[src/logic/l2d_ecc_pkg.sv]
////////////////////////////////////////
// shared widths for the l2 data ecc path
// request source encoding
// return error code bit layout
////////////////////////////////////////

package l2d_ecc_pkg;

   // data bits carried by one codeword
   localparam int word_w = 32;
   // hamming check bits per codeword
   localparam int chk_w = 6;
   // 32 data + 6 check + 1 overall parity
   localparam int code_w = 39;
   // codewords held in one array line
   localparam int n_words = 4;
   // full line as read from the data array
   localparam int line_w = n_words * code_w;
   // all per-word syndromes packed side by side
   localparam int syn_w = n_words * chk_w;

   // request source, decides how errors get reported
   typedef enum logic [1:0] {
      // processor load
      kind_spc   = 2'd0,
      // fill buffer return to the processor
      kind_fb    = 2'd1,
      // background scrub, only one 64-bit half counts
      kind_scrub = 2'd2,
      // diagnostic access, raw codeword goes back
      kind_diag  = 2'd3
   } req_kind_e;

   // precise error code back to the processor
   localparam int ret_err_w = 2;
   localparam int ret_corr = 0;
   localparam int ret_uncorr = 1;

endpackage
[src/logic/l2d_ecc_top.sv]
////////////////////////////////////////
// data ecc check top level
// pipeline advance and stage instances
////////////////////////////////////////

module l2d_ecc_top (
   input  logic                                rclk,
   input  logic                                arst_n,
   input  logic                                ceen,
   input  logic                                nceen,
   input  logic                                in_valid,
   output logic                                in_ready,
   input  l2d_ecc_pkg::req_kind_e              in_kind,
   input  logic [1:0]                          in_word,
   input  logic [l2d_ecc_pkg::line_w-1:0]      in_line,
   input  logic                                in_dram_corr,
   input  logic                                in_dram_uncorr,
   output logic                                out_valid,
   input  logic                                out_ready,
   output l2d_ecc_pkg::req_kind_e              out_kind,
   output logic [l2d_ecc_pkg::code_w-1:0]      out_data,
   output logic                                err_corr,
   output logic                                err_uncorr,
   output logic                                scrub_corr,
   output logic                                scrub_uncorr,
   output logic [l2d_ecc_pkg::ret_err_w-1:0]   ret_err
);

   // c7 stage outputs
   logic                            advance;
   logic                            c7_valid;
   l2d_ecc_pkg::req_kind_e          c7_kind;
   logic [1:0]                      c7_word;
   logic [l2d_ecc_pkg::line_w-1:0]  c7_line;
   logic                            c7_dram_corr;
   logic                            c7_dram_uncorr;
   logic [l2d_ecc_pkg::syn_w-1:0]   c7_syn;
   logic [l2d_ecc_pkg::n_words-1:0] c7_perr;

   // c8 can take new data when empty or being drained
   assign advance  = ~out_valid | out_ready;
   // c7 frees up the same way, so full throughput with out_ready high
   assign in_ready = ~c7_valid | advance;

   l2d_ecc_check u_check (
      .rclk           (rclk),
      .arst_n         (arst_n),
      .load           (in_ready),
      .in_valid       (in_valid),
      .in_kind        (in_kind),
      .in_word        (in_word),
      .in_line        (in_line),
      .in_dram_corr   (in_dram_corr),
      .in_dram_uncorr (in_dram_uncorr),
      .advance        (advance),
      .c7_valid       (c7_valid),
      .c7_kind        (c7_kind),
      .c7_word        (c7_word),
      .c7_line        (c7_line),
      .c7_dram_corr   (c7_dram_corr),
      .c7_dram_uncorr (c7_dram_uncorr),
      .c7_syn         (c7_syn),
      .c7_perr        (c7_perr)
   );

   l2d_ecc_err_ctl u_err_ctl (
      .rclk           (rclk),
      .arst_n         (arst_n),
      .ceen           (ceen),
      .nceen          (nceen),
      .c7_valid       (c7_valid),
      .c7_kind        (c7_kind),
      .c7_word        (c7_word),
      .c7_dram_corr   (c7_dram_corr),
      .c7_dram_uncorr (c7_dram_uncorr),
      .c7_syn         (c7_syn),
      .c7_perr        (c7_perr),
      .advance        (advance),
      .err_corr       (err_corr),
      .err_uncorr     (err_uncorr),
      .scrub_corr     (scrub_corr),
      .scrub_uncorr   (scrub_uncorr),
      .ret_err        (ret_err)
   );

   l2d_read_select u_read_select (
      .rclk      (rclk),
      .arst_n    (arst_n),
      .advance   (advance),
      .c7_valid  (c7_valid),
      .c7_kind   (c7_kind),
      .c7_word   (c7_word),
      .c7_line   (c7_line),
      .c7_syn    (c7_syn),
      .c7_perr   (c7_perr),
      .out_valid (out_valid),
      .out_kind  (out_kind),
      .out_data  (out_data)
   );

endmodule

[src/logic/l2d_read_select.sv]
////////////////////////////////////////
// addressed word select, single bit fix
// c8 data register
////////////////////////////////////////

module l2d_read_select (
   input  logic                            rclk,
   input  logic                            arst_n,
   input  logic                            advance,
   input  logic                            c7_valid,
   input  l2d_ecc_pkg::req_kind_e          c7_kind,
   input  logic [1:0]                      c7_word,
   input  logic [l2d_ecc_pkg::line_w-1:0]  c7_line,
   input  logic [l2d_ecc_pkg::syn_w-1:0]   c7_syn,
   input  logic [l2d_ecc_pkg::n_words-1:0] c7_perr,
   output logic                            out_valid,
   output l2d_ecc_pkg::req_kind_e          out_kind,
   output logic [l2d_ecc_pkg::code_w-1:0]  out_data
);
   import l2d_ecc_pkg::*;

   logic [2*code_w-1:0] half_sel;
   logic [code_w-1:0]   cw_sel;
   logic [chk_w-1:0]    syn_sel;
   logic                do_fix;
   logic [code_w-1:0]   fixed;
   logic [word_w-1:0]   data_ext;

   // 4:1 as two 2:1 stages, address bit 3 then bit 2
   assign half_sel = c7_word[1] ? c7_line[line_w-1 -: 2*code_w] : c7_line[2*code_w-1:0];
   assign cw_sel   = c7_word[0] ? half_sel[2*code_w-1 -: code_w] : half_sel[code_w-1:0];
   assign syn_sel  = c7_syn[c7_word*chk_w +: chk_w];

   // syndrome names the failing hamming position, only 1..38 exist
   assign do_fix = (c7_kind != kind_diag) & c7_perr[c7_word] &
                   (syn_sel != '0) & (syn_sel < chk_w'(code_w));

   always_comb begin
      fixed = cw_sel;
      if (do_fix) begin
         fixed[syn_sel-1] = ~fixed[syn_sel-1];
      end
   end

   // data bits sit at the non power of two positions, low to high
   always_comb begin
      int k;
      k = 0;
      data_ext = '0;
      for (int p = 1; p < code_w; p++) begin
         if ((p & (p - 1)) != 0) begin
            data_ext[k] = fixed[p-1];
            k++;
         end
      end
   end

   always_ff @(posedge rclk or negedge arst_n) begin
      if (!arst_n) begin
         out_valid <= 1'b0;
      end else if (advance) begin
         out_valid <= c7_valid;
      end
   end

   // diagnostic reads get the raw codeword back
   always_ff @(posedge rclk) begin
      if (advance && c7_valid) begin
         out_kind <= c7_kind;
         out_data <= (c7_kind == kind_diag) ? cw_sel : {{(code_w-word_w){1'b0}}, data_ext};
      end
   end

endmodule

[src/logic/l2d_ecc_err_ctl.sv]
////////////////////////////////////////
// error classification per request source
// scrub half select
// enable gated return error code, c8 flags
////////////////////////////////////////

module l2d_ecc_err_ctl (
   input  logic                                rclk,
   input  logic                                arst_n,
   input  logic                                ceen,
   input  logic                                nceen,
   input  logic                                c7_valid,
   input  l2d_ecc_pkg::req_kind_e              c7_kind,
   input  logic [1:0]                          c7_word,
   input  logic                                c7_dram_corr,
   input  logic                                c7_dram_uncorr,
   input  logic [l2d_ecc_pkg::syn_w-1:0]       c7_syn,
   input  logic [l2d_ecc_pkg::n_words-1:0]     c7_perr,
   input  logic                                advance,
   output logic                                err_corr,
   output logic                                err_uncorr,
   output logic                                scrub_corr,
   output logic                                scrub_uncorr,
   output logic [l2d_ecc_pkg::ret_err_w-1:0]   ret_err
);
   import l2d_ecc_pkg::*;

   // registered enables
   logic                 ceen_q;
   logic                 nceen_q;
   // per-word class
   logic [n_words-1:0]   word_corr;
   logic [n_words-1:0]   word_uncorr;
   // whole line and selected half
   logic                 line_corr;
   logic                 line_uncorr;
   logic                 half_corr;
   logic                 half_uncorr;
   // next c8 values
   logic                 corr_nxt;
   logic                 uncorr_nxt;
   logic                 scr_corr_nxt;
   logic                 scr_uncorr_nxt;
   logic [ret_err_w-1:0] ret_nxt;

   ////////////////////////////////////////
   // classification
   ////////////////////////////////////////

   // parity error means an odd number of flips, taken as a single bit;
   // nonzero syndrome with good parity is a double bit error
   always_comb begin
      for (int w = 0; w < n_words; w++) begin
         word_corr[w]   = c7_perr[w];
         word_uncorr[w] = (|c7_syn[w*chk_w +: chk_w]) & ~c7_perr[w];
      end
   end

   assign line_corr   = |word_corr;
   assign line_uncorr = |word_uncorr;

   // scrub looks at one 64-bit half, words 2 and 3 when address bit 3 is set
   assign half_corr   = c7_word[1] ? (word_corr[3] | word_corr[2])
                                   : (word_corr[1] | word_corr[0]);
   assign half_uncorr = c7_word[1] ? (word_uncorr[3] | word_uncorr[2])
                                   : (word_uncorr[1] | word_uncorr[0]);

   // attribute to the request source
   always_comb begin
      corr_nxt       = 1'b0;
      uncorr_nxt     = 1'b0;
      scr_corr_nxt   = 1'b0;
      scr_uncorr_nxt = 1'b0;
      ret_nxt        = '0;
      case (c7_kind)
         kind_spc, kind_diag: begin
            corr_nxt   = line_corr;
            uncorr_nxt = line_uncorr;
         end
         kind_fb: begin
            // dram errors come along with the fill
            corr_nxt   = line_corr | c7_dram_corr;
            uncorr_nxt = line_uncorr | c7_dram_uncorr;
         end
         kind_scrub: begin
            scr_corr_nxt   = half_corr;
            scr_uncorr_nxt = half_uncorr;
         end
         default: begin
         end
      endcase
      // precise report only goes to processor loads
      if (c7_kind == kind_spc || c7_kind == kind_fb) begin
         ret_nxt[ret_corr]   = corr_nxt & ceen_q;
         ret_nxt[ret_uncorr] = uncorr_nxt & nceen_q;
      end
   end

   ////////////////////////////////////////
   // registers
   ////////////////////////////////////////

   always_ff @(posedge rclk or negedge arst_n) begin
      if (!arst_n) begin
         ceen_q  <= 1'b0;
         nceen_q <= 1'b0;
      end else begin
         ceen_q  <= ceen;
         nceen_q <= nceen;
      end
   end

   // flags are qualified by c7_valid so an empty c8 shows all zero
   always_ff @(posedge rclk or negedge arst_n) begin
      if (!arst_n) begin
         err_corr     <= 1'b0;
         err_uncorr   <= 1'b0;
         scrub_corr   <= 1'b0;
         scrub_uncorr <= 1'b0;
         ret_err      <= '0;
      end else if (advance) begin
         err_corr     <= c7_valid & corr_nxt;
         err_uncorr   <= c7_valid & uncorr_nxt;
         scrub_corr   <= c7_valid & scr_corr_nxt;
         scrub_uncorr <= c7_valid & scr_uncorr_nxt;
         ret_err      <= c7_valid ? ret_nxt : '0;
      end
   end

endmodule

[src/logic/l2d_ecc_check.sv]
////////////////////////////////////////
// c7 stage of the data ecc check
// per-codeword syndrome and parity error
////////////////////////////////////////

module l2d_ecc_check (
   input  logic                            rclk,
   input  logic                            arst_n,
   input  logic                            load,
   input  logic                            in_valid,
   input  l2d_ecc_pkg::req_kind_e          in_kind,
   input  logic [1:0]                      in_word,
   input  logic [l2d_ecc_pkg::line_w-1:0]  in_line,
   input  logic                            in_dram_corr,
   input  logic                            in_dram_uncorr,
   input  logic                            advance,
   output logic                            c7_valid,
   output l2d_ecc_pkg::req_kind_e          c7_kind,
   output logic [1:0]                      c7_word,
   output logic [l2d_ecc_pkg::line_w-1:0]  c7_line,
   output logic                            c7_dram_corr,
   output logic                            c7_dram_uncorr,
   output logic [l2d_ecc_pkg::syn_w-1:0]   c7_syn,
   output logic [l2d_ecc_pkg::n_words-1:0] c7_perr
);
   import l2d_ecc_pkg::*;

   // request accepted this cycle
   logic               take;
   logic [syn_w-1:0]   syn_nxt;
   logic [n_words-1:0] perr_nxt;

   // load says the stage has room, in_valid says there is something to take
   assign take = load & in_valid;

   ////////////////////////////////////////
   // syndrome generation
   ////////////////////////////////////////

   // bit b of the syndrome is the xor of every hamming position whose index
   // has bit b set, the stored check bit included, so this already equals
   // stored xor recomputed check bits
   always_comb begin
      logic [code_w-1:0] cw;
      logic [chk_w-1:0]  s;
      for (int w = 0; w < n_words; w++) begin
         cw = in_line[w*code_w +: code_w];
         s = '0;
         for (int p = 1; p < code_w; p++) begin
            for (int b = 0; b < chk_w; b++) begin
               if (p[b]) begin
                  s[b] = s[b] ^ cw[p-1];
               end
            end
         end
         syn_nxt[w*chk_w +: chk_w] = s;
         // bit 38 keeps even parity over the whole codeword
         perr_nxt[w] = ^cw;
      end
   end

   ////////////////////////////////////////
   // c7 register
   ////////////////////////////////////////

   // new entry wins over a drain in the same cycle
   always_ff @(posedge rclk or negedge arst_n) begin
      if (!arst_n) begin
         c7_valid <= 1'b0;
      end else if (take) begin
         c7_valid <= 1'b1;
      end else if (advance) begin
         c7_valid <= 1'b0;
      end
   end

   // payload only moves with a new request
   always_ff @(posedge rclk) begin
      if (take) begin
         c7_kind        <= in_kind;
         c7_word        <= in_word;
         c7_line        <= in_line;
         c7_dram_corr   <= in_dram_corr;
         c7_dram_uncorr <= in_dram_uncorr;
         c7_syn         <= syn_nxt;
         c7_perr        <= perr_nxt;
      end
   end

endmodule

[config.mk]
export PLATFORM = sky130hd
export DESIGN_NAME = l2d_ecc_top
export DESIGN_NICKNAME = d
export VERILOG_FILES = /design/src/logic/l2d_ecc_pkg.sv /design/src/logic/l2d_ecc_top.sv /design/src/logic/l2d_read_select.sv /design/src/logic/l2d_ecc_err_ctl.sv /design/src/logic/l2d_ecc_check.sv
export SDC_FILE = /design/constraint.sdc
export NUM_CORES = 1
export LEC_CHECK = 0
export ABC_AREA = 1
export BUFFER_PORTS_ARGS = -buffer_cell sky130_fd_sc_hd__buf_2
export CELL_PAD_IN_SITES_DETAIL_PLACEMENT = 0
export CELL_PAD_IN_SITES_GLOBAL_PLACEMENT = 1
export CORE_MARGIN = 10
export CORE_UTILIZATION = 35
export DETAILED_ROUTE_END_ITERATION = 16
export GPL_TIMING_DRIVEN = 0
export PLACE_DENSITY_LB_ADDON = 0.1
export SLEW_MARGIN = 20
export SYNTH_ARGS = -nofsm -noshare
export SYNTH_HDL_FRONTEND = slang
export SYNTH_SLANG_ARGS = --single-unit
[constraint.sdc]
create_clock -name rclk -period 4.5 [get_ports rclk]
set_input_delay 0.675 -clock rclk [delete_from_list [all_inputs] [get_ports rclk]]
set_output_delay 0.675 -clock rclk [all_outputs]
set_load 0.01 [all_outputs]
---- Word level (Yosys, flattened, before mapping) ----
Index checks and enable logic that the tools add are counted.
cells by class
  shifts and indexed selects .............. 1
  reduce and logical (&&, ||, !) cells .... 17
  mux-type cells .......................... 21
  add/subtract/negate cells ............... 1
  equality and inequality tests ........... 4
  multipliers ............................. 1
  $lt $le $gt $ge ......................... 4
  bitwise logic cells ..................... 389
operators with widths
  kind                                                                            number
  1-bit XOR                                                                       360
  39-bit parity                                                                   4
  78-bit two-way mux                                                              1
  39-bit bitwise mux                                                              1
  39-bit two-way mux                                                              1
  38-bit two-way mux                                                              1
  32-bit by 1-bit >= comparator with 1-bit output (second input constant)         1
  32-bit by 7-bit less-than comparator with 1-bit output (second input constant)  1
  32-bit two-way mux                                                              1
  6-bit OR reduction                                                              4
  24-bit by 6-bit variable part select with 6-bit output                          1
  1-bit AND                                                                       14
  1-bit two-way mux                                                               9
  1-bit bitwise OR                                                                8
  4-bit OR reduction                                                              2
  1-bit inverter                                                                  7
  6-bit by 1-bit subtractor with 7-bit output (second input constant)             1
  1-bit binary-select mux with 6-bit select                                       1
  1-bit demux with 6-bit select                                                   1
  6-bit less-than comparator (second input constant)                              1
  6-bit nonzero test                                                              1
  2-bit equality test (second input constant)                                     2
  2-bit by 2-bit multiplier with 4-bit output (second input constant)             1
  2-bit two-way mux                                                               2
  10 further kinds                                                                12
word-level totals
  flip-flop bits (word level) ............. 241
  word-level logic and storage cells ...... 457
  bits of input ports ..................... 168

---- Longest topological paths before layout ----
Gate-level depths: netlist (run 1).
  depth in word-level cells ............... 18
  depth in mapped cells ................... 20
  depth with buffers taken out ............ 17

---- By module ----
From an unflattened synthesis (run 1), not the netlist that was laid out.
unflattened totals
  cell total of the unflattened synthesis .. 2,355
  area, all modules ....................... 17,574.4 µm²
modules (own cells, without submodules)
  module           cells an instance  sequential area each (µm²)  instances  area an instance (µm²)
  l2d_ecc_check    1,468              5,730.5                     1          12,281.8
  l2d_read_select  808                1,256.2                     1          4,737.0
  l2d_ecc_err_ctl  76                 200.2                       1          538.0
  l2d_ecc_top      3                  0.0                         1          17.5

---- Worst setup path after synthesis (run 1) ----
Ideal clock, no wire load.
  path type ............................... in2reg
  start ................................... input port out_ready
  end ..................................... register u_check.c7_dram_corr, enable pin
  setup slack ............................. -0.720 ns
  path buffers ............................ 0
  cell stages on the path ................. 4
  arrival ................................. 4.678 ns
  path through ............................ nor2_1 > nand2_1 > nand2_1 > inv_1
on the way
  cells in the longest elaborated chain, start to end .. 3
ends and longest elaborated chain
  what                  RTL line             source
  start, declared       l2d_ecc_top.sv:19    input logic out_ready,
  1-bit bitwise OR      l2d_ecc_top.sv:41    assign advance = ~out_valid | out_ready;
  1-bit bitwise OR      l2d_ecc_top.sv:43    assign in_ready = ~c7_valid | advance;
  net in_ready          l2d_ecc_top.sv:12    output logic in_ready,
  1-bit AND             l2d_ecc_check.sv:34  assign take = load & in_valid;
  net u_check.take      l2d_ecc_check.sv:29  logic take;
  end signal, assigned  l2d_ecc_check.sv:83  c7_dram_corr <= in_dram_corr;
  end, declared         l2d_ecc_check.sv:21  output logic c7_dram_corr,
The timed path passes the listed nets, and every way through them passes these cells.
A chain may end at the register's enable or synchronous reset.

---- Worst setup path after layout (run 1) ----
  start ................................... register u_check.c7_word[0]
  end ..................................... register u_read_select.out_data[17] (netlist bit), data pin
on the way
  cells in the longest elaborated chain, start to end .. 10
  elaborated cells on any way between the ends .. 22
  classes of those cells .................. 1 x add/sub; 1 x mul; 3 x order compare; 1 x shift; 10 x mux; 4 x bitwise; 2 x reduce/logical
ends and longest elaborated chain
  what                                                                                                                                             RTL line               source
  start, declared                                                                                                                                  l2d_ecc_check.sv:19    output logic [1:0] c7_word,
  start signal, assigned                                                                                                                           l2d_ecc_check.sv:81    c7_word <= in_word;
  2-bit by 2-bit multiplier with 4-bit output                                                                                                      l2d_read_select.sv:32  assign syn_sel = c7_syn[c7_word*chk_w +: chk_w];
  24-bit by 6-bit variable part select with 6-bit output                                                                                           l2d_read_select.sv:32
  6-bit by 1-bit subtractor with 7-bit output                                                                                                      l2d_read_select.sv:41  fixed[syn_sel-1] = ~fixed[syn_sel-1];
  32-bit by 1-bit >= comparator with 1-bit output (implied by the code) or 32-bit by 7-bit less-than comparator with 1-bit output (tied branches)  l2d_read_select.sv:41
  1-bit logical AND (implied by the code)                                                                                                          l2d_read_select.sv:41
  1-bit two-way mux (implied by the code)                                                                                                          l2d_read_select.sv:41
  1-bit demux with 6-bit select                                                                                                                    --
  39-bit bitwise mux                                                                                                                               l2d_read_select.sv:41
  38-bit two-way mux                                                                                                                               l2d_read_select.sv:40  if (do_fix) begin
  32-bit two-way mux (*)                                                                                                                           l2d_read_select.sv:70  out_data <= (c7_kind == kind_diag) ? cw_sel : {{(code_w-word_w){1'b0}}, data_ext};
  end signal, assigned                                                                                                                             l2d_read_select.sv:70
  end, declared                                                                                                                                    l2d_read_select.sv:18  output logic [l2d_ecc_pkg::code_w-1:0] out_data
Every way passes the cells marked *; elsewhere a longest branch is shown, timed or not. The select of a mux whose other input is x is not followed.

==> run_results.csv, run 1 <==
group,metric,value,unit
die,fp-row-count,75,
yosys,synth_most_common_cell,"sky130_fd_sc_hd__nand2_1",
yosys,mappedNetlistNets,1695,
timing,final_setup_violation_count,0,
route,firstDrtPassIters,5,
power_and_ir_drop,share_seq_of_total_power,0.360,
route,route.vias.total,11300,
placed_design,post-dp-hpwl,45.9,mm
yosys,synth_top_cells_by_area,"sky130_fd_sc_hd__edfxtp_1 47%, sky130_fd_sc_hd__xnor2_1 15%, sky130_fd_sc_hd__nand2_1 10%",
worst_setup_path,slowest_stage_cell_crit_path,"sky130_fd_sc_hd__clkbuf_1",
die,chipWidth,225,µm
layout,area_delta_synth_final,20.3,%
yosys,async_reset_ff_frac,0.0415,
global_route,track_usage,0.215,
route,drtAntennaViolNets,0,
timing,normalized_max_slew_margin,0.450,
global_route,grt-ovfl-total,0,
die,floorplan.initialDensity,0.353,
yosys,post_synth_most_frequent_cells,"410 x sky130_fd_sc_hd__nand2_1, 255 x sky130_fd_sc_hd__xnor2_1, 231 x sky130_fd_sc_hd__edfxtp_1",
clock_tree,clockRootBuffer,"sky130_fd_sc_hd__clkbuf_16",
die,boundaryPins,217,
worst_setup_path,worstSetupStartpointType,"flip-flop",
worst_setup_path,cp_slowest_stage_delay,0.48,ns
timing,tns,0,ns
layout,register_area,7190,µm²
worst_setup_path,worstPathArrival,4.25,ns
timing,worstMarginPinSlew,0.825,ns
worst_setup_path,largest_delay_share_family_worst_path,"buffers and inverters",
global_route,grt_pass1_vias,11600,
power_and_ir_drop,cellPowerDensity,473,nW/µm²
yosys,dominantRegCellSynth,"sky130_fd_sc_hd__edfxtp_1",
clock_tree,h_tree_depth_reported_by_cts,1,
worst_setup_path,cp_cell_sequence,"buf_6 -> nand2_1 -> nand3_1 -> nand2_2 -> buf_2 -> ha_1 -> clkbuf_1 -> inv_1 -> clkbuf_1 -> a21oi_1 -> o21ai_0 -> nand4_1 -> nand2_1 -> buf_2 -> nand3_1 -> nand2_1 -> nand2_1",
placed_design,placement.setup.worst_slack,0.553,ns
worst_setup_path,worst_setup_path_end_kind,"flip-flop",
clock_tree,ctsLongestPathBuffers,3,
route,initialDrtViolationCount,868,
worst_setup_path,critical_path.most_common_cell,"sky130_fd_sc_hd__nand2_1",
layout,nFillCells,4213,
yosys,number_of_enable_type_register_cells_in_the_synthesized_netlist,231,
power_and_ir_drop,power_leakage,7.19,nW
power_and_ir_drop,vdd_drop_max,0.000311,V
timing,final-hold-violation-count,0,
layout,drive_gt1_frac,0.197,
min_path,worst_hold_path_type,"in -> reg",
run_status,outcome,"completed",
power_and_ir_drop,power.switching_fraction,0.357,
clock_tree,clkSlewWorstSetupHoldPaths,0.06,ns
power_and_ir_drop,power.net_switching,2.99,mW
yosys,synth.distinct_cells,38,
worst_setup_path,number_of_buffers_and_inverters_on_the_critical_path,6,
placed_design,gp_congestion,0.918,
power_and_ir_drop,power.internal,5.38,mW
power_and_ir_drop,combinational_power_share,0.334,
yosys,netlist.area_leader.share,0.471,
timing,fin_skew,0.0155,ns
yosys,synthesis.instances,1520,
clock_tree,cts_hold_repair.buffers,1,
timing,slew_violations,0,
yosys,flop_and_latch_count_out_of_synthesis,241,
worst_setup_path,critical_path_peak_fanout,10,
global_route,grt_pass1_wl,78.5,mm
yosys,synth.yosys.seq_area_share,0.488,
run,drv.max_cap_violation_count,0,
clock_tree,cts-buffers-inserted,30,
clock_tree,clkSinkCount,241,
timing,timing.final.crit_share,0.873,
timing,final.min_clock_period,3.93,ns
timing,rsz0062_at_grt,"false",
power_and_ir_drop,pwr-share-clk,0.307,
clock_tree,post_cts_resize_count,0,
worst_setup_path,timing.critical_path.required,4.82,ns
placed_design,port-buffer-count,216,
clock_tree,clock_insertion_delay_at_the_later_pin_of_the_skew_report,0.59,ns
timing,timing.fmax,0.254,GHz
clock_tree,cts_tree,"yes",
route,routed_via_density,4.83,
route,wl_per_cell,23.7,µm
die,core_region_area,41800,µm²
global_route,grt_start_max_net_pins,36,
yosys,yosys_warnings,0,
layout,multi_input_area,6910,µm²
layout,nets,1951,
timing,fin_ws,0.570,ns
worst_setup_path,critPathKind,"reg -> reg",
global_route,grt_antenna_before_repair,6,
yosys,post_synth_instance_area,14700,µm²
yosys,synth_area_leader_cell,"sky130_fd_sc_hd__edfxtp_1",
route,residual_drc,0,
die,fp.dieH,225,µm
yosys,post_synth.cell_area_avg,9.69,µm²
clock_tree,postCtsSetupBuffers,0,
die,die_outline_area,50700,µm²
route,drt-total-wl,55.4,mm
-- cell usage in the layout, fill, tap and decap left out, drive strengths merged, types with 12 or more instances in the layout --
cell / count
a21oi: 40
inv: 78
xor2: 154
xnor2: 256
edfxtp: 231
buf: 262
nand2: 423
nor2: 50
clkbuf: 56
nand3: 171
o21ai: 12
-- area by class of cell --
| class | instances | area share |
|---|---|---|
| Antenna cell | 3 | 0.000424 |
| Buffer | 63 | 0.0189 |
| Clock buffer | 32 | 0.0428 |
| Clock inverter | 24 | 0.0168 |
| Inverter | 78 | 0.0170 |
| Multi-Input combinational cell | 1138 | 0.391 |
| Sequential cell | 241 | 0.406 |
| Tap cell | 539 | 0.0381 |
| Timing Repair Buffer | 224 | 0.0695 |
-- worst register-to-register path, stage by stage (launching register included) --
cell,delay [ns]
sky130_fd_sc_hd__edfxtp_1,0.46
sky130_fd_sc_hd__buf_6,0.18
sky130_fd_sc_hd__nand2_1,0.08
sky130_fd_sc_hd__nand3_1,0.10
sky130_fd_sc_hd__nand2_2,0.22
sky130_fd_sc_hd__buf_2,0.29
sky130_fd_sc_hd__ha_1,0.27
sky130_fd_sc_hd__clkbuf_1,0.21
sky130_fd_sc_hd__inv_1,0.16
sky130_fd_sc_hd__clkbuf_1,0.48
sky130_fd_sc_hd__a21oi_1,0.08
sky130_fd_sc_hd__o21ai_0,0.24
sky130_fd_sc_hd__nand4_1,0.12
sky130_fd_sc_hd__nand2_1,0.22
sky130_fd_sc_hd__buf_2,0.27
sky130_fd_sc_hd__nand3_1,0.10
sky130_fd_sc_hd__nand2_1,0.08
sky130_fd_sc_hd__nand2_1,0.10
-- per-stage QoR --
| step | std cells | util | hold WS (ns) | total power, mW | cell area, µm² |
|---|---|---|---|---|---|
| floorplan | 1520 | - | 0.379 | 4.88 | 14700 |
| global placement | 2275 | 0.395 | 0.463 | 5.85 | 16500 |
| detailed placement | 2282 | 0.398 | 0.471 | 5.85 | 16600 |
| CTS | 2339 | 0.424 | 0.163 | 8.44 | 17700 |
| global route | 2339 | 0.424 | 0.175 | 8.79 | 17700 |
| finish | 2342 | 0.424 | 0.198 | 8.38 | 17700 |
-- layer usage --
metal  wire length, µm  up-vias  share of wire  track usage
met5                40        -        0.00072            0
met4              1510        6          0.027       0.0582
met3              3320       71          0.060       0.0415
met2             27500      327           0.50        0.377
met1             23100     5436           0.42        0.264
li1                  -     5477              -            -
-- power groups by stage --
stage	Sequential, mW	Combinational [mW]	Clock [mW]
6_report	3.01	2.80	2.57
5_1_grt	3.03	3.05	2.70
4_1_cts	3.01	2.81	2.61
3_5_place_dp	3.06	2.79	0
3_3_place_gp	3.08	2.76	0
2_1_floorplan	3.03	1.85	0
-- logic make-up after synthesis --
kind of cell | after synthesis | share of synthesized area
and+or+nand+nor | 661 | 0.195
AOI/OAI and AO/OA | 60 | 0.0224
DFF | 241 | 0.488
buffers and inverters | 141 | 0.0429
xor gates and xnor gates | 410 | 0.245
adders and majority gates | 7 | 0.00595
-- path summary, 6_finish.rpt --
kind / startpoint / endpoint / slack, ns / depth (start not counted)
max reg2reg: u_check.c7_word[0] / u_read_select.out_data[17] / 0.57 / 17
max in group asynchronous: arst_n / u_err_ctl.err_corr / 3.82 / 2
max: u_check.c7_word[0] / u_read_select.out_data[17] / 0.57 / 17
min in group asynchronous: arst_n / u_read_select.out_valid / 0.48 / 2
min: nceen / u_err_ctl.nceen_q / 0.20 / 1
min reg2reg: u_err_ctl.err_uncorr / u_err_ctl.err_uncorr / 0.49 / 2
-- flip-flops by register name, summed over array words and instances, names as in the netlist --
name                     count
u_check.c7_kind              2
u_err_ctl.scrub_uncorr       1
u_check.c7_word              2
u_check.c7_dram_corr         1
u_check.c7_valid             1
u_err_ctl.err_corr           1
u_err_ctl.ceen_q             1
u_err_ctl.err_uncorr         1
u_read_select.out_data      39
u_err_ctl.scrub_corr         1
u_check.c7_perr              4
u_check.c7_dram_uncorr       1
u_err_ctl.nceen_q            1
u_read_select.out_valid      1
u_check.c7_line            156
u_err_ctl.ret_err            2
u_read_select.out_kind       2
u_check.c7_syn              24
Power figures use the tool's default switching activity.
==> run 2: changes to the inputs <==
--- a/config.mk
+++ b/config.mk
@@ -6,7 +6,7 @@
 export NUM_CORES = 1
 export LEC_CHECK = 0
 export ABC_AREA = 1
-export BUFFER_PORTS_ARGS = -buffer_cell sky130_fd_sc_hd__buf_2
+export BUFFER_PORTS_ARGS = -buffer_cell sky130_fd_sc_hd__clkbuf_2
 export CELL_PAD_IN_SITES_DETAIL_PLACEMENT = 0
 export CELL_PAD_IN_SITES_GLOBAL_PLACEMENT = 1
 export CORE_MARGIN = 10
==> run 2 against run 1 <==
Compared with the run above:
- largest power group unchanged
- register-to-register slack about the same
- non-clock buffer count unchanged
- worst setup slack better by 0.0039 ns
==> run_results.csv, run 2 (same netlist as run 1, synthesis figures left out) <==
group,metric,value,unit
clock_tree,clockRootBuffer,"sky130_fd_sc_hd__clkbuf_16",
die,fp-row-count,75,
clock_tree,clkSlewWorstSetupHoldPaths,0.06,ns
global_route,grt_antenna_before_repair,4,
route,drt-total-wl,54.8,mm
worst_setup_path,number_of_buffers_and_inverters_on_the_critical_path,6,
power_and_ir_drop,cellPowerDensity,468,nW/µm²
clock_tree,cts-buffers-inserted,30,
die,die_outline_area,50700,µm²
layout,postLayoutCellArea,17700,µm²
global_route,track_usage,0.213,
layout,largest_registers,"u_check.c7_line x156, u_read_select.out_data x39, u_check.c7_syn x24",
placed_design,placement.setup.worst_slack,0.580,ns
layout,drive_gt1_frac,0.194,
layout,area_delta_synth_final,20.0,%
worst_setup_path,slowest_stage_cell_crit_path,"sky130_fd_sc_hd__clkbuf_1",
clock_tree,cts_tree,"yes",
route,firstDrtPassIters,6,
power_and_ir_drop,share_seq_of_total_power,0.364,
power_and_ir_drop,power_leakage,7.24,nW
power_and_ir_drop,vdd_drop_max,0.000295,V
die,fp.dieH,225,µm
worst_setup_path,worst_setup_path_end_kind,"flip-flop",
layout,number_of_non_filler_instances_in_the_completed_layout,2339,
clock_tree,clkSinkCount,241,
die,floorplan.initialDensity,0.353,
layout,mostFrequentLayoutCells,"410 x sky130_fd_sc_hd__nand2_1, 255 x sky130_fd_sc_hd__xnor2_1, 231 x sky130_fd_sc_hd__edfxtp_1",
worst_setup_path,worstPathArrival,4.23,ns
placed_design,port-buffer-count,216,
worst_setup_path,cp_slowest_stage_delay,0.49,ns
timing,timing.fmax,0.255,GHz
layout,largest_register,"u_check.c7_line",
timing,timing.final.crit_share,0.872,
worst_setup_path,worstSetupStartpointType,"flip-flop",
layout,largest_register_ff_count,156,
timing,tns,0,ns
timing,fin_ws,0.574,ns
timing,final.min_clock_period,3.93,ns
clock_tree,post_cts_resize_count,0,
timing,fin_skew,0.0324,ns
route,wl_per_cell,23.4,µm
global_route,grt-ovfl-total,0,
worst_setup_path,cp_cell_sequence,"buf_6 -> nand2_1 -> nand3_1 -> nand2_2 -> buf_2 -> ha_1 -> clkbuf_1 -> inv_1 -> clkbuf_1 -> a21oi_1 -> o21ai_0 -> nand4_1 -> nand2_1 -> buf_2 -> nand3_1 -> nand2_1 -> nand2_1",
placed_design,post-dp-hpwl,46.0,mm
die,boundaryPins,217,
layout,nets,1951,
placed_design,placement.cell_area,16600,µm²
timing,normalized_max_slew_margin,0.485,
worst_setup_path,critical_path_peak_fanout,10,
global_route,grt_start_max_net_pins,36,
worst_setup_path,timing.critical_path.required,4.80,ns
power_and_ir_drop,power.internal,5.35,mW
placed_design,gp_congestion,0.912,
route,initialDrtViolationCount,855,
route,residual_drc,0,
power_and_ir_drop,power.switching_fraction,0.353,
route,route.vias.total,11200,
timing,worstMarginPinSlew,0.772,ns
route,drtAntennaViolNets,0,
power_and_ir_drop,pwr-share-clk,0.298,
global_route,grt_pass1_vias,11700,
run,drv.max_cap_violation_count,0,
die,chipWidth,225,µm
layout,layout_commonest_cell,"sky130_fd_sc_hd__nand2_1",
route,routed_via_density,4.81,
die,core_region_area,41800,µm²
run_status,outcome,"completed",
clock_tree,ctsLongestPathBuffers,3,
worst_setup_path,ff2ff_setup_slack,0.57,ns
clock_tree,h_tree_depth_reported_by_cts,1,
clock_tree,clock_insertion_delay_at_the_later_pin_of_the_skew_report,0.59,ns
worst_setup_path,largest_delay_share_family_worst_path,"buffers and inverters",
power_and_ir_drop,combinational_power_share,0.338,
timing,rsz0062_at_grt,"false",
global_route,grt_pass1_wl,77.8,mm
timing,slew_violations,0,
worst_setup_path,critPathKind,"reg -> reg",
power_and_ir_drop,power.net_switching,2.92,mW
timing,final-hold-violation-count,0,
placed_design,placed_cells,2282,
layout,nFillCells,4208,
timing,final_setup_violation_count,0,
worst_setup_path,critical_path.most_common_cell,"sky130_fd_sc_hd__nand2_1",
min_path,worst_hold_path_type,"in -> reg",
run 2: changes by cell type in the layout (fill, tap and decap cells not counted), sizes merged:
cell | before | now
inv | 78 | 77
diode | 3 | 2
bufinv | 5 | 3
clkinvlp | 10 | 4
clkbuf | 56 | 278
buf | 262 | 46
clkinv | 9 | 10
run 2: path summary, 6_finish.rpt:
check | start | end | cells after the start
setup / recovery | u_check.c7_word[0] | u_read_select.out_data[14] | 17
hold / removal | ceen | u_err_ctl.ceen_q | 1
setup reg to reg | u_check.c7_word[0] | u_read_select.out_data[14] | 17
hold reg to reg | u_err_ctl.err_uncorr | u_err_ctl.err_uncorr | 2
max in group asynchronous | arst_n | u_check.c7_valid | 2
min in group asynchronous | arst_n | u_read_select.out_valid | 2
run 2: through the flow:
| stage | hold slack [ns] | util | power [mW] |
|---|---|---|---|
| 2_1_floorplan | 0.379 | - | 4.88 |
| 3_3_place_gp | 0.467 | 0.395 | 5.85 |
| 3_5_place_dp | 0.476 | 0.398 | 5.85 |
| 4_1_cts | 0.175 | 0.423 | 8.34 |
| 5_1_grt | 0.179 | 0.423 | 8.69 |
| 6_report | 0.195 | 0.423 | 8.27 |
run 2: what timing repair did:
| item | 4_1_cts | 5_1_grt |
|---|---|---|
| endpoints found under the setup margin | 0 | 0 |
| endpoints found under the hold margin | 10 | 0 |
| hold buffers | 1 | 0 |
| buffers inserted | 0 | 0 |
run 2: layout make-up:
class | count | area, µm² | share of cell area
Timing Repair Buffer | 224 | 1230 | 0.0697
Tap cell | 539 | 674 | 0.0382
Clock inverter | 16 | 171 | 0.00971
Antenna cell | 2 | 5.00 | 0.000283
Buffer | 63 | 334 | 0.0189
Inverter | 78 | 302 | 0.0171
Multi-Input combinational cell | 1138 | 6910 | 0.391
Clock buffer | 38 | 843 | 0.0477
Sequential cell | 241 | 7190 | 0.407
run 2: power by group through the flow:
stage | Combinational (mW) | Sequential [mW] | Clock (mW)
detailed placement | 2.79 | 3.06 | 0
CTS | 2.81 | 3.01 | 2.51
global route | 3.05 | 3.03 | 2.60
global placement | 2.76 | 3.09 | 0
finish | 2.80 | 3.01 | 2.46
floorplan | 1.85 | 3.03 | 0
run 2: routing by layer:
layer,track usage,share of wire
met1,0.263,0.42
met2,0.378,0.50
met3,0.0351,0.054
met4,0.0566,0.024
met5,0,0.00046
==> run 3: changes to the inputs <==
--- a/config.mk
+++ b/config.mk
@@ -13,8 +13,9 @@
 export CORE_UTILIZATION = 35
 export DETAILED_ROUTE_END_ITERATION = 16
 export GPL_TIMING_DRIVEN = 0
-export PLACE_DENSITY_LB_ADDON = 0.1
+export PLACE_DENSITY_LB_ADDON = 0.25
 export SLEW_MARGIN = 20
 export SYNTH_ARGS = -nofsm -noshare
 export SYNTH_HDL_FRONTEND = slang
+export SYNTH_HIERARCHICAL = 1
 export SYNTH_SLANG_ARGS = --single-unit
==> run 3 against run 2 <==
Compared with the run above:
- non-clock buffer count is 21 higher
- via count is 39% higher
- clock power is 13% lower
- highest routed layer is now met4
- largest cell class is now multi-input gates
- critical path type unchanged
==> run_results.csv, run 3 <==
group,metric,value,unit
run_status,outcome,"completed",
timing,rsz0062_at_grt,"false",
die,fp-row-count,82,
placed_design,placed_cells,3248,
clock_tree,ctsLongestPathBuffers,3,
layout,largest_registers,"u_check/c7_line x156, u_read_select/out_data x39, u_check/c7_syn x24",
placed_design,post-dp-hpwl,53.2,mm
worst_setup_path,worst_setup_path_end_kind,"flip-flop",
layout,postLayoutCellArea,20500,µm²
timing,slew_violations,0,
yosys,post_synth_most_frequent_cells,"1051 x sky130_fd_sc_hd__nand2_1, 266 x sky130_fd_sc_hd__nand3_1, 231 x sky130_fd_sc_hd__edfxtp_1",
layout,largest_register_ff_count,156,
worst_setup_path,cp_cell_sequence,"buf_6 -> inv_2 -> nand3_1 -> nand2_2 -> buf_2 -> ha_1 -> xor2_2 -> inv_2 -> nand2_1 -> nand3_1 -> nand3_1 -> nand2_1 -> nand2_2 -> buf_2 -> nand3_1 -> nand3_1 -> nand2_1",
timing,tns,0,ns
worst_setup_path,cp_slowest_stage_delay,0.53,ns
worst_setup_path,worstSetupStartpointType,"flip-flop",
worst_setup_path,worstPathArrival,3.87,ns
clock_tree,cts-buffers-inserted,29,
yosys,synth_area_leader_cell,"sky130_fd_sc_hd__edfxtp_1",
yosys,flop_and_latch_count_out_of_synthesis,241,
min_path,worst_hold_path_type,"in -> reg",
layout,final_core_util,0.411,
die,chipWidth,244,µm
yosys,synthesis.instances,2355,
placed_design,gp_congestion,0.934,
timing,timing.fmax,0.281,GHz
timing,final_setup_violation_count,0,
yosys,post_synth.cell_area_avg,7.46,µm²
worst_setup_path,slowest_stage_cell_crit_path,"sky130_fd_sc_hd__edfxtp_1",
die,fp.dieH,244,µm
power_and_ir_drop,total_power,7.68,mW
clock_tree,clkSlewWorstSetupHoldPaths,0.06,ns
route,route.vias.total,15600,
clock_tree,cts_tree,"yes",
global_route,grt_start_max_net_pins,42,
die,floorplan.initialDensity,0.352,
layout,antenna-diode-count,0,
global_route,grt-ovfl-total,0,
worst_setup_path,critical_path_peak_fanout,11,
clock_tree,clockRootBuffer,"sky130_fd_sc_hd__clkbuf_16",
clock_tree,clock_insertion_delay_at_the_later_pin_of_the_skew_report,0.58,ns
global_route,grt_pass1_wl,92.8,mm
die,boundaryPins,217,
yosys,number_of_enable_type_register_cells_in_the_synthesized_netlist,231,
route,drtAntennaViolNets,0,
clock_tree,post_cts_resize_count,0,
route,wl_per_cell,19.1,µm
clock_tree,cts_hold_repair.buffers,1,
placed_design,placement.cell_area,19600,µm²
yosys,post_synth_instance_area,17600,µm²
route,drt-total-wl,63.0,mm
placed_design,port-buffer-count,216,
placed_design,placement.setup.worst_slack,0.983,ns
yosys,synth_most_common_cell,"sky130_fd_sc_hd__nand2_1",
yosys,dominantRegCellSynth,"sky130_fd_sc_hd__edfxtp_1",
global_route,grt_antenna_before_repair,0,
power_and_ir_drop,vdd_drop_max,0.000281,V
yosys,synth.distinct_cells,45,
worst_setup_path,critical_path.most_common_cell,"sky130_fd_sc_hd__nand3_1",
layout,layout_commonest_cell,"sky130_fd_sc_hd__nand2_1",
layout,mostFrequentLayoutCells,"1051 x sky130_fd_sc_hd__nand2_1, 266 x sky130_fd_sc_hd__nand3_1, 231 x sky130_fd_sc_hd__edfxtp_1",
timing,final-hold-violation-count,0,
route,residual_drc,0,
die,die_outline_area,59600,µm²
worst_setup_path,critPathKind,"reg -> reg",
route,routed_via_density,4.72,
timing,hold-worst-slack,0.212,ns
timing,final.min_clock_period,3.56,ns
route,firstDrtPassIters,5,
yosys,synth.yosys.seq_area_share,0.409,
clock_tree,postCtsSetupBuffers,0,
yosys,mappedNetlistNets,2530,
timing,fin_skew,0.00896,ns
timing,worstMarginPinSlew,0.813,ns
timing,fin_ws,0.937,ns
timing,timing.final.crit_share,0.792,
worst_setup_path,timing.critical_path.required,4.80,ns
power_and_ir_drop,cellPowerDensity,375,nW/µm²
yosys,yosys_warnings,6,
clock_tree,h_tree_depth_reported_by_cts,1,
global_route,grt_pass1_vias,14800,
layout,drive_gt1_frac,0.153,
yosys,synth_top_cells_by_area,"sky130_fd_sc_hd__edfxtp_1 39%, sky130_fd_sc_hd__nand2_1 22%, sky130_fd_sc_hd__nand3_1 7.6%",
yosys,async_reset_ff_frac,0.0415,
layout,number_of_non_filler_instances_in_the_completed_layout,3302,
power_and_ir_drop,power_leakage,10.1,nW
timing,normalized_max_slew_margin,0.457,
clock_tree,clkSinkCount,241,
die,core_region_area,49900,µm²
layout,nets,2783,
global_route,track_usage,0.206,
layout,area_delta_synth_final,16.6,%
run,drv.max_cap_violation_count,0,
route,initialDrtViolationCount,1281,
yosys,netlist.area_leader.share,0.395,
layout,largest_register,"u_check/c7_line",
[run 3: per-layer routing]
layer | share of wire | vias up | wire length (µm) | GRT usage
met1 | 0.46 | 7202 | 28900 | 0.279
met5 | 0 | - | 0 | 0
li1 | - | 7940 | - | -
met4 | 0.019 | 0 | 1230 | 0.0411
met3 | 0.057 | 61 | 3610 | 0.0361
met2 | 0.46 | 390 | 29300 | 0.339
[run 3: area by class of cell]
| type | instances | area (µm²) |
|---|---|---|
| buffer | 86 | 505 |
| clock buffer | 37 | 776 |
| clock inverter | 16 | 103 |
| fill | 5233 | 29400 |
| inverter | 217 | 821 |
| multi-input combinational | 1811 | 9060 |
| sequential | 241 | 7190 |
| tap | 672 | 841 |
| timing repair buffer | 222 | 1190 |
[run 3: kinds of logic after synthesis]
kind of cell             share of synthesized area
AO/OA/AOI/OAI                               0.0189
XOR/XNOR                                     0.142
adder cells (fa/ha/maj)                    0.00498
flip-flops                                   0.409
AND/OR/NAND/NOR                              0.350
buffers and inverters                       0.0753
[run 3: path summary, 6_finish.rpt]
check                                         from                          to  slack [ns]  cells after the start
worst min register to register  u_err_ctl/err_corr          u_err_ctl/err_corr        0.49                      2
worst max register to register  u_check/c7_word[1]  u_read_select/out_data[15]        0.94                     17
worst min-delay path                          ceen            u_err_ctl/ceen_q        0.21                      1
worst max-delay path            u_check/c7_word[1]  u_read_select/out_data[15]        0.94                     17
max in group asynchronous                   arst_n           u_err_ctl/nceen_q        3.79                      2
min in group asynchronous                   arst_n        u_err_ctl/scrub_corr        0.50                      2
[run 3: worst max-delay path, delay by kind of cell, from the launching register on]
family | cells | cell delay [ns]
xor+xnor | 1 | 0.43
buf+inv | 5 | 1.04
flops | 1 | 0.53
fa+ha+maj | 1 | 0.29
simple gates | 10 | 0.99
[run 3: report_power, final]
group | switching (mW) | total [mW] | internal [mW] | leakage, nW
clock network | 0.933 | 2.15 | 1.22 | 0.424
logic | 1.76 | 2.60 | 0.839 | 7.26
registers | 0.132 | 2.93 | 2.80 | 2.37
